## config.mk

```make
export PLATFORM = sky130hd
export DESIGN_NAME = fc_stage3_top
export DESIGN_NICKNAME = d
export VERILOG_FILES = /design/src/rtl/fc_pkg.sv /design/src/rtl/fc_mac_array.sv /design/src/rtl/fc_bias_core.sv /design/src/rtl/fc_argmax.sv /design/src/rtl/fc_stage3_top.sv
export VERILOG_INCLUDE_DIRS = /design/src /design/src/include
export SDC_FILE = /design/constraint.sdc
export NUM_CORES = 1
export LEC_CHECK = 0
export BUFFER_PORTS_ARGS = -buffer_cell sky130_fd_sc_hd__buf_2
export CORE_AREA = 2 2 52 54
export CTS_CLUSTER_DIAMETER = 80
export DETAILED_ROUTE_END_ITERATION = 8
export DIE_AREA = 0 0 54 56
export MAX_ROUTING_LAYER = met4
export PLACE_DENSITY_LB_ADDON = 0.3
export SLEW_MARGIN = 0
export SYNTH_ARGS = -nofsm -noshare
export SYNTH_HDL_FRONTEND = slang
export SYNTH_SLANG_ARGS = --single-unit
```

## constraint.sdc

```tcl
create_clock -name clk -period 2.5 [get_ports clk]
set_input_delay 0 -clock clk [delete_from_list [all_inputs] [get_ports clk]]
set_output_delay 0 -clock clk [all_outputs]
set_load 0.03 [all_outputs]
```

## src/include/fc_defs.svh

```systemverilog
`ifndef FC_DEFS_SVH
`define FC_DEFS_SVH

//////////////////////////////
// frame geometry
//////////////////////////////

// features per frame, one per valid beat
`define FC_IN 16
// output channels, one score per class
`define FC_CO 3

//////////////////////////////
// data widths
//////////////////////////////

// signed input feature
`define FEAT_BW 8
// signed weight
`define W_BW 8
// running sum per channel, 16 products of 8x8 fit with room
`define ST3_ACC_BW 20
// signed bias word from the bias memory
`define ST3_BIAS_BW 16
// score is sum plus bias, one bit wider than the sum
`define ST3_OUT_BW 21
// beat counter inside a frame
`define IDX_BW 4
// class index
`define CLASS_BW 2

`endif

```

## src/stage3_fc1_weight.mem

```
// one signed 8-bit weight per line, address = feature * 3 + channel
1a
e7
05
c3
7f
80
22
9d
0b
f1
44
bc
3e
06
d2
81
19
6a
f8
2c
a5
57
0e
e0
63
b9
12
d7
4b
08
fe
35
c9
70
88
2f
9a
14
61
e3
5c
07
b0
76
cd
01
ff
3b

```

## src/stage3_fc1_bias.mem

```
// one signed 16-bit bias per line, channels 0 to 2
fff0
0040
0040

```

## src/rtl/fc_pkg.sv

```systemverilog
`default_nettype none

`include "fc_defs.svh"

package fc_pkg;

    //////////////////////////////
    // datapath word types
    //////////////////////////////

    typedef logic signed [`FEAT_BW-1:0]     feat_t;
    typedef logic signed [`W_BW-1:0]        weight_t;
    typedef logic signed [`ST3_ACC_BW-1:0]  acc_t;
    typedef logic signed [`ST3_BIAS_BW-1:0] bias_t;
    // channel sum plus bias
    typedef logic signed [`ST3_OUT_BW-1:0]  score_t;
    // winning channel
    typedef logic [`CLASS_BW-1:0]           class_t;

    // mac array frame state
    typedef enum logic {
        IDLE,
        ACCUM
    } acc_state_t;

endpackage

`default_nettype wire

```

## src/rtl/fc_mac_array.sv

```systemverilog
`timescale 1ns/1ps
`default_nettype none

`include "fc_defs.svh"

module fc_mac_array import fc_pkg::*; (
    input  wire                     clk,
    input  wire                     reset_n,

    // pooled feature stream, no ready
    input  wire                     i_feat_valid,
    input  wire feat_t              i_feat,

    // one-cycle pulse per finished frame
    output logic                    o_acc_valid,
    output acc_t [`FC_CO-1:0]       o_acc_sum
);

    // one weight per feature per channel
    localparam int W_DEPTH = `FC_IN * `FC_CO;

    //////////////////////////////
    // weight rom
    //////////////////////////////

    // layout is feature * FC_CO + channel
    weight_t weight_mem [W_DEPTH];

    initial begin
        $readmemh("/design/src/stage3_fc1_weight.mem", weight_mem);
    end

    //////////////////////////////
    // frame control
    //////////////////////////////

    acc_state_t              state;
    logic [`IDX_BW-1:0]      beat_cnt;
    logic                    last_beat;

    // beat count 15 closes the frame
    assign last_beat = (beat_cnt == `IDX_BW'(`FC_IN - 1));

    always_ff @(posedge clk or negedge reset_n) begin
        if (!reset_n) begin
            state       <= IDLE;
            beat_cnt    <= '0;
            o_acc_valid <= 1'b0;
        end else begin
            // pulse only
            o_acc_valid <= 1'b0;
            if (i_feat_valid) begin
                if (last_beat) begin
                    state       <= IDLE;
                    beat_cnt    <= '0;
                    o_acc_valid <= 1'b1;
                end else begin
                    state    <= ACCUM;
                    beat_cnt <= beat_cnt + 1'b1;
                end
            end
        end
    end

    //////////////////////////////
    // multiply accumulate
    //////////////////////////////

    // full 16-bit signed product per channel
    logic signed [`FEAT_BW+`W_BW-1:0] prod     [`FC_CO];
    acc_t                             acc      [`FC_CO];
    acc_t                             acc_next [`FC_CO];

    always_comb begin
        for (int ch = 0; ch < `FC_CO; ch++) begin
            prod[ch] = i_feat * weight_mem[int'(beat_cnt) * `FC_CO + ch];
            // first beat of a frame starts a fresh sum
            if (state == IDLE) begin
                acc_next[ch] = acc_t'(prod[ch]);
            end else begin
                // product sign extends to the accumulator width
                acc_next[ch] = acc[ch] + prod[ch];
            end
        end
    end

    // running sums, reloaded on every first beat
    always_ff @(posedge clk) begin
        if (i_feat_valid) begin
            for (int ch = 0; ch < `FC_CO; ch++) begin
                acc[ch] <= acc_next[ch];
            end
        end
    end

    // finished sums include the last product
    always_ff @(posedge clk) begin
        if (i_feat_valid && last_beat) begin
            for (int ch = 0; ch < `FC_CO; ch++) begin
                o_acc_sum[ch] <= acc_next[ch];
            end
        end
    end

    // frames are at least 16 beats apart so the pulse never repeats
    a_acc_valid_pulse: assert property (
        @(posedge clk) disable iff (!reset_n)
        o_acc_valid |=> !o_acc_valid
    );

endmodule

`default_nettype wire

```

## src/rtl/fc_bias_core.sv

```systemverilog
`timescale 1ns/1ps
`default_nettype none

`include "fc_defs.svh"

module fc_bias_core import fc_pkg::*; (
    input  wire                     clk,
    input  wire                     reset_n,

    // finished channel sums from the mac array
    input  wire                     i_in_valid,
    input  wire acc_t [`FC_CO-1:0]  i_in_acc,

    // scores, one cycle behind the sums
    output logic                    o_ot_valid,
    output score_t [`FC_CO-1:0]     o_ot_result
);

    //////////////////////////////
    // bias rom
    //////////////////////////////

    bias_t bias_mem [`FC_CO];

    initial begin
        $readmemh("/design/src/stage3_fc1_bias.mem", bias_mem);
    end

    // sum plus bias, both sign extended to score width
    score_t biased [`FC_CO];

    always_comb begin
        for (int ch = 0; ch < `FC_CO; ch++) begin
            biased[ch] = score_t'($signed(i_in_acc[ch])) + score_t'(bias_mem[ch]);
        end
    end

    //////////////////////////////
    // output registers
    //////////////////////////////

    // result holds between frames
    always_ff @(posedge clk or negedge reset_n) begin
        if (!reset_n) begin
            o_ot_result <= '0;
        end else if (i_in_valid) begin
            for (int ch = 0; ch < `FC_CO; ch++) begin
                o_ot_result[ch] <= biased[ch];
            end
        end
    end

    // fixed latency of one
    always_ff @(posedge clk or negedge reset_n) begin
        if (!reset_n) begin
            o_ot_valid <= 1'b0;
        end else begin
            o_ot_valid <= i_in_valid;
        end
    end

    a_valid_delay: assert property (
        @(posedge clk) disable iff (!reset_n)
        o_ot_valid == $past(i_in_valid)
    );

endmodule

`default_nettype wire

```

## src/rtl/fc_argmax.sv

```systemverilog
`timescale 1ns/1ps
`default_nettype none

`include "fc_defs.svh"

module fc_argmax import fc_pkg::*; (
    input  wire                      clk,
    input  wire                      reset_n,

    input  wire                      i_score_valid,
    input  wire score_t [`FC_CO-1:0] i_score,

    // decision plus the scores that produced it
    output logic                     o_class_valid,
    output class_t                   o_class,
    output score_t [`FC_CO-1:0]      o_scores
);

    class_t best_idx;
    score_t best_val;

    // strict greater than, so the lowest index keeps a tie
    always_comb begin
        best_idx = '0;
        best_val = $signed(i_score[0]);
        for (int ch = 1; ch < `FC_CO; ch++) begin
            if ($signed(i_score[ch]) > best_val) begin
                best_val = $signed(i_score[ch]);
                best_idx = class_t'(ch);
            end
        end
    end

    //////////////////////////////
    // result registers
    //////////////////////////////

    always_ff @(posedge clk or negedge reset_n) begin
        if (!reset_n) begin
            o_class_valid <= 1'b0;
            o_class       <= '0;
            o_scores      <= '0;
        end else begin
            o_class_valid <= i_score_valid;
            // hold last decision between frames
            if (i_score_valid) begin
                o_class  <= best_idx;
                o_scores <= i_score;
            end
        end
    end

    a_class_range: assert property (
        @(posedge clk) disable iff (!reset_n)
        o_class_valid |-> (o_class < `FC_CO)
    );

endmodule

`default_nettype wire

```

## src/rtl/fc_stage3_top.sv

```systemverilog
`timescale 1ns/1ps
`default_nettype none

`include "fc_defs.svh"

module fc_stage3_top import fc_pkg::*; (
    input  wire                  clk,
    input  wire                  reset_n,

    // pooled feature stream
    input  wire                  i_feat_valid,
    input  wire feat_t           i_feat,

    // class decision, three edges after the last beat
    output logic                 o_class_valid,
    output class_t               o_class,
    output score_t [`FC_CO-1:0]  o_scores
);

    //////////////////////////////
    // stage links
    //////////////////////////////

    // mac array to bias core
    logic                  acc_valid;
    acc_t [`FC_CO-1:0]     acc_sum;

    // bias core to argmax
    logic                  score_valid;
    score_t [`FC_CO-1:0]   score;

    // per-frame channel sums
    fc_mac_array u_mac_array (
        .clk          (clk),
        .reset_n      (reset_n),
        .i_feat_valid (i_feat_valid),
        .i_feat       (i_feat),
        .o_acc_valid  (acc_valid),
        .o_acc_sum    (acc_sum)
    );

    // bias add and score register
    fc_bias_core u_bias_core (
        .clk         (clk),
        .reset_n     (reset_n),
        .i_in_valid  (acc_valid),
        .i_in_acc    (acc_sum),
        .o_ot_valid  (score_valid),
        .o_ot_result (score)
    );

    // winning class
    fc_argmax u_argmax (
        .clk           (clk),
        .reset_n       (reset_n),
        .i_score_valid (score_valid),
        .i_score       (score),
        .o_class_valid (o_class_valid),
        .o_class       (o_class),
        .o_scores      (o_scores)
    );

endmodule

`default_nettype wire

```

# --- Word-level counts from Yosys, hierarchy flattened ---
# Memory sizes are Yosys's and may differ from the RTL's.
# Index checks and enable logic that the tools add are counted.
word_totals:
  reg_bits: 196
  ram_bits: 60
  input_bits: 11
  out_inout_bits: 66
  wordCells: 42
  memories: 1
mem_list:
  columns: ["memory", "depth", "width", "rd", "rd_clocked_by_memory_dff", "write_ports", "line", "text"]
  rows:
  - ["u_mac_array.acc", 3, 20, 3, 0, 3, "fc_mac_array.sv:71", "acc_t acc [`FC_CO];"]
classes:
  n_addsub: 7
  mul: 3
  order_cmp: 2
  n_eq_ne: 1
  n_mux: 12
  reduce_logical: 1
op_table:
  columns: ["cell", "count"]
  rows:
  - ["20-bit by 16-bit adder with 21-bit output, second input constant", 3]
  - ["20-bit by 16-bit adder with 20-bit output", 3]
  - ["20-bit 2-to-1 mux", 3]
  - ["8-bit by 8-bit multiplier with 16-bit output, second input constant", 3]
  - ["21-bit greater-than comparator", 2]
  - ["21-bit 2-to-1 mux", 1]
  - ["1-bit 2-to-1 mux", 6]
  - ["4-bit by 1-bit adder with 4-bit output, second input constant", 1]
  - ["4-bit equality test, second input constant", 1]
  - ["4-bit 2-to-1 mux", 1]
  - ["2-bit 2-to-1 mux", 1]
  - ["1-bit logical AND", 1]

# --- Depth between registers and ports, before layout ---
depth:
  word_depth: 4
  depth_mapped: 3
  depth_no_buf: 3

# --- By module ---
# From an unflattened synthesis, not the netlist that was laid out.
unflattened:
  cells_unflattened: 517
  hier_area_um2: 6944.2
modules_own_cells:
  columns: ["mod", "n_inst", "cells_per_inst", "area_per_inst_um2", "seq_area_each_um2"]
  rows:
  - ["fc_argmax", 1, 305, 3696.0, 1651.6]
  - ["fc_bias_core", 1, 131, 2581.2, 1526.5]
  - ["fc_mac_array", 1, 81, 666.9, 125.1]

# --- Worst setup path after synthesis ---
# Ideal clock, no wire load.
synth_path:
  kind: "flip-flop to flip-flop"
  start: "register u_mac_array.beat_cnt[0]"
  end: "register u_mac_array.beat_cnt[1]"
  setup_ns: 0.125
  t_arrival_ns: 0.918
  t_required_ns: 2.375
  path_slack_ns: 1.458
  stages_incl_launch_ff: 3
  n_path_buf: 0
  synth_period_minus_slack_ns: 1.042
  cell_sequence: "dfrtp_1 -> ha_1 -> mux2_2"
synth_via:
  elab_chain_len: 2
  elab_cells_between_ends: 3
  cone_classes: "add/sub: 1; eq/ne: 1; mux: 1"
synth_lines:
  columns: ["element", "line", "text"]
  rows:
  - ["start: declaration", "fc_mac_array.sv:38", "logic [`IDX_BW-1:0] beat_cnt;"]
  - ["start signal: assignment", "fc_mac_array.sv:59", "beat_cnt <= beat_cnt + 1'b1;"]
  - ["4-bit by 1-bit adder with 4-bit output / 4-bit equality test (equally long branches)", "fc_mac_array.sv:59, fc_mac_array.sv:42", null]
  - ["4-bit 2-to-1 mux (*)", "fc_mac_array.sv:53", "if (last_beat) begin"]
# Every way passes the cells marked *; elsewhere a longest branch is shown, timed or not.
# A chain may end at the register's enable or synchronous reset.

# --- Worst setup path after layout ---
layout_path:
  start: "register u_mac_array.beat_cnt[0]"
  end: "register u_mac_array.beat_cnt[3]"
# Same word-level chain as after synthesis.

==> flow_metrics.env <==
export IMPL_power_uw=487
export IMPL_p_seq_frac=0.372
export IMPL_worstSetupPathType="reg -> reg"
export IMPL_cp_start_kind="flip-flop"
export IMPL_core_sq_um=2430
export IMPL_clk_pin_slew_ns=0.05
export IMPL_max_freq_mhz=898
export IMPL_crit_required_ns=2.66
export IMPL_grt_max_degree=8
export IMPL_hold_ws_ns=0.0590
export IMPL_ys_seq_elements=7
export IMPL_area_growth_pct=-20.9
export IMPL_cts_buffers=3
export IMPL_num_rows=18
export IMPL_p_comb_frac=0.421
export IMPL_cts_buffer_depth=2
export IMPL_wire_per_inst_um=5.83
export IMPL_drc=0
export IMPL_finClkSkew_ns=0.00502
export IMPL_die_area_sq_um=3020
export IMPL_firstDrtPassIters=2
export IMPL_switching_share=0.479
export IMPL_final_nets=105
export IMPL_post_dp_hpwl_um=612
export IMPL_gr_total_overflow=0
export IMPL_clock_latency_ns=0.25
export IMPL_p_switching_uw=233
export IMPL_r2r_start="u_mac_array.beat_cnt[0]"
export IMPL_hold_path_class="in -> reg"
export IMPL_crit_path_end_kind="flip-flop"
export IMPL_p_clk_frac=0.208
export IMPL_drtIter0Drc=1
export IMPL_grt_pass1_wl_um=924
export IMPL_htree_num_levels=1
export IMPL_syn_area_per_cell_sq_um=8.95
export IMPL_num_fill_cells=271
export IMPL_synth_ff_type="dfrtp_1"
export IMPL_ant_nets=0
export IMPL_yosys_top_cells_count="buf_4 (65), dfrtp_1 (7), a41oi_1 (2), nand2b_1 (2)"
export IMPL_reg2reg_depth=3
export IMPL_p_leak_uw=0.000374
export IMPL_dieWidth_um=54
export IMPL_synthArstFlopShare=1.00
export IMPL_netlist_cell_type_count=13
export IMPL_grtUsageMet3=0.0565
export IMPL_die_h_um=56
export IMPL_slew_violations=0
export IMPL_drv_cap=0
export IMPL_status="completed"
export IMPL_cts_tree="done"
export IMPL_fin_crit_sh=0.446
export IMPL_place_congestion=0.647
export IMPL_setup_tns_ns=0
export IMPL_synth_top_area_cell="buf_4"
export IMPL_routed_wl_um=711
export IMPL_use_met1=0.0459
export IMPL_critical_path_slowest_cell="dfrtp_1"
export IMPL_internal_power_uw=254
export IMPL_reg2reg_slack_ns=1.39
export IMPL_synth_edff_count=0
export IMPL_path_max_fanout=5
export IMPL_synthTopCellsByArea="buf_4 (64%), dfrtp_1 (23%), a41oi_1 (2.3%)"
export IMPL_yosysWarnings=0
export IMPL_drive_gt1_frac=0.0761
export IMPL_cp_cell_sequence="ha_1 > a21o_1 > a41oi_1"
export IMPL_clkSinkCount=7
export IMPL_root_buffer="clkbuf_4"
export IMPL_ios=77
export IMPL_worstSetupStartpoint="u_mac_array.beat_cnt[0]"
export IMPL_num_antenna_cells=0
export IMPL_portBuffers=3
export IMPL_arrival_ns=1.27
export IMPL_power_density_nw_per_um2=809
export IMPL_postSynthCellCount=85
export IMPL_antenna_found_initial=0
export IMPL_vias=335
export IMPL_grt_busiest_layer="met2"
export IMPL_r2r_end="u_mac_array.beat_cnt[3]"
export IMPL_irDropWorstVdd_mv=0.333
export IMPL_grt_usage=0.0496
export IMPL_cts_setup_buffers=0
export IMPL_hold_viol=0
export IMPL_crit_path_end="u_mac_array.beat_cnt[3]"
export IMPL_use_met2=0.0575
export IMPL_viasPerCell=2.75
export IMPL_grt_setup_unrepaired="false"
export IMPL_setup_viol=0
export IMPL_synthMostInstantiatedCell="buf_4"
export IMPL_mappedNetlistArea_sq_um=761
export IMPL_period_needed_ns=1.11
export IMPL_grt_pass1_vias=222
export IMPL_synth_top_area_frac=0.641
export IMPL_initial_core_util=0.313
export IMPL_max_stage_delay_ns=0.41
export IMPL_ys_seq_area_frac=0.230
## worst max-delay path, delay by kind of cell, from the launching register on
family | cells | cell delay [ns]
flops | 1 | 0.41
compound gates | 2 | 0.36
fa+ha+maj | 1 | 0.25
## area by class of cell
cell class | instances | area, sq um | area share
multi-input combinational | 77 | 338 | 0.561
sequential | 7 | 175 | 0.291
tap | 30 | 37.5 | 0.0624
clock buffer | 4 | 26.3 | 0.0437
timing repair buffer | 4 | 25.0 | 0.0416
## cells in the final DEF (no fill, tap or decap), drive strengths merged
cell         count
nand2b           2
xnor2            1
nand2            1
clkbuf           4
conb            65
o21ai            1
and3             1
a21o             1
dlygate4sd3      1
and4             1
buf              3
dfrtp            7
ha               1
a41oi            2
mux2             1
## power groups by stage
stage	Clock, uW	Sequential [uW]	Combinational (uW)
after global placement	0	180	199
after global routing	113	187	223
after floorplan	0	178	263
after detailed placement	0	182	203
after CTS	106	181	205
final	101	181	205
## cells by family (layout without fill, tap and decap cells)
| kind of cell | Yosys count | count (layout) | synth area share |
|---|---|---|---|
| AND/OR/NAND/NOR | 5 | 5 | 0.0411 |
| adder cells (fa/ha/maj) | 1 | 1 | 0.0164 |
| XOR/XNOR | 1 | 1 | 0.0115 |
| multiplexers | 1 | 1 | 0.0148 |
| buffers and inverters | 65 | 8 | 0.641 |
| flip-flops | 7 | 7 | 0.230 |
| other | 1 | 65 | 0.00493 |
| AO/OA/AOI/OAI | 4 | 4 | 0.0395 |
## sequential cells by signal (all words and copies together), names as in the netlist
signal / flops
u_mac_array.o_acc_valid: 1
u_mac_array.beat_cnt: 4
u_bias_core.o_ot_valid: 1
u_argmax.o_class_valid: 1
## how the worst min path moves through the flow
| stage | start | end | depth (start not counted) |
|---|---|---|---|
| after global routing | i_feat_valid | u_mac_array.beat_cnt[3] | 2 |
| after detailed placement | reset_n | u_argmax.o_class_valid | 1 |
| final | i_feat_valid | u_mac_array.beat_cnt[0] | 3 |
| after floorplan | reset_n | u_argmax.o_class_valid | 0 |
| after global placement | reset_n | u_argmax.o_class_valid | 1 |
| after CTS | i_feat_valid | u_mac_array.beat_cnt[0] | 3 |
## stage by stage
stage          area [sq um]  setup slack [ns]  cells  utilization
6_report                602              1.39    122        0.247
5_1_grt                 602              1.33    122        0.247
4_1_cts                 602              1.38    122        0.247
3_5_place_dp            566              1.40    117        0.233
3_3_place_gp            566              1.41    117        0.233
2_1_floorplan          1000              1.46    149            -
## metal layers
layer / share of wire / routed length (um)
met3: 0.21 / 149
met2: 0.51 / 360
met4: 0.011 / 8
met1: 0.27 / 192
met5: 0 / 0
## what timing repair did
| item | CTS | global route |
|---|---|---|
| endpoints found under the hold margin | 7 | 0 |
| hold buffers | 1 | 0 |
| gates resized for setup | 0 | 0 |
No activity file was read; power rests on OpenSTA's default activity.
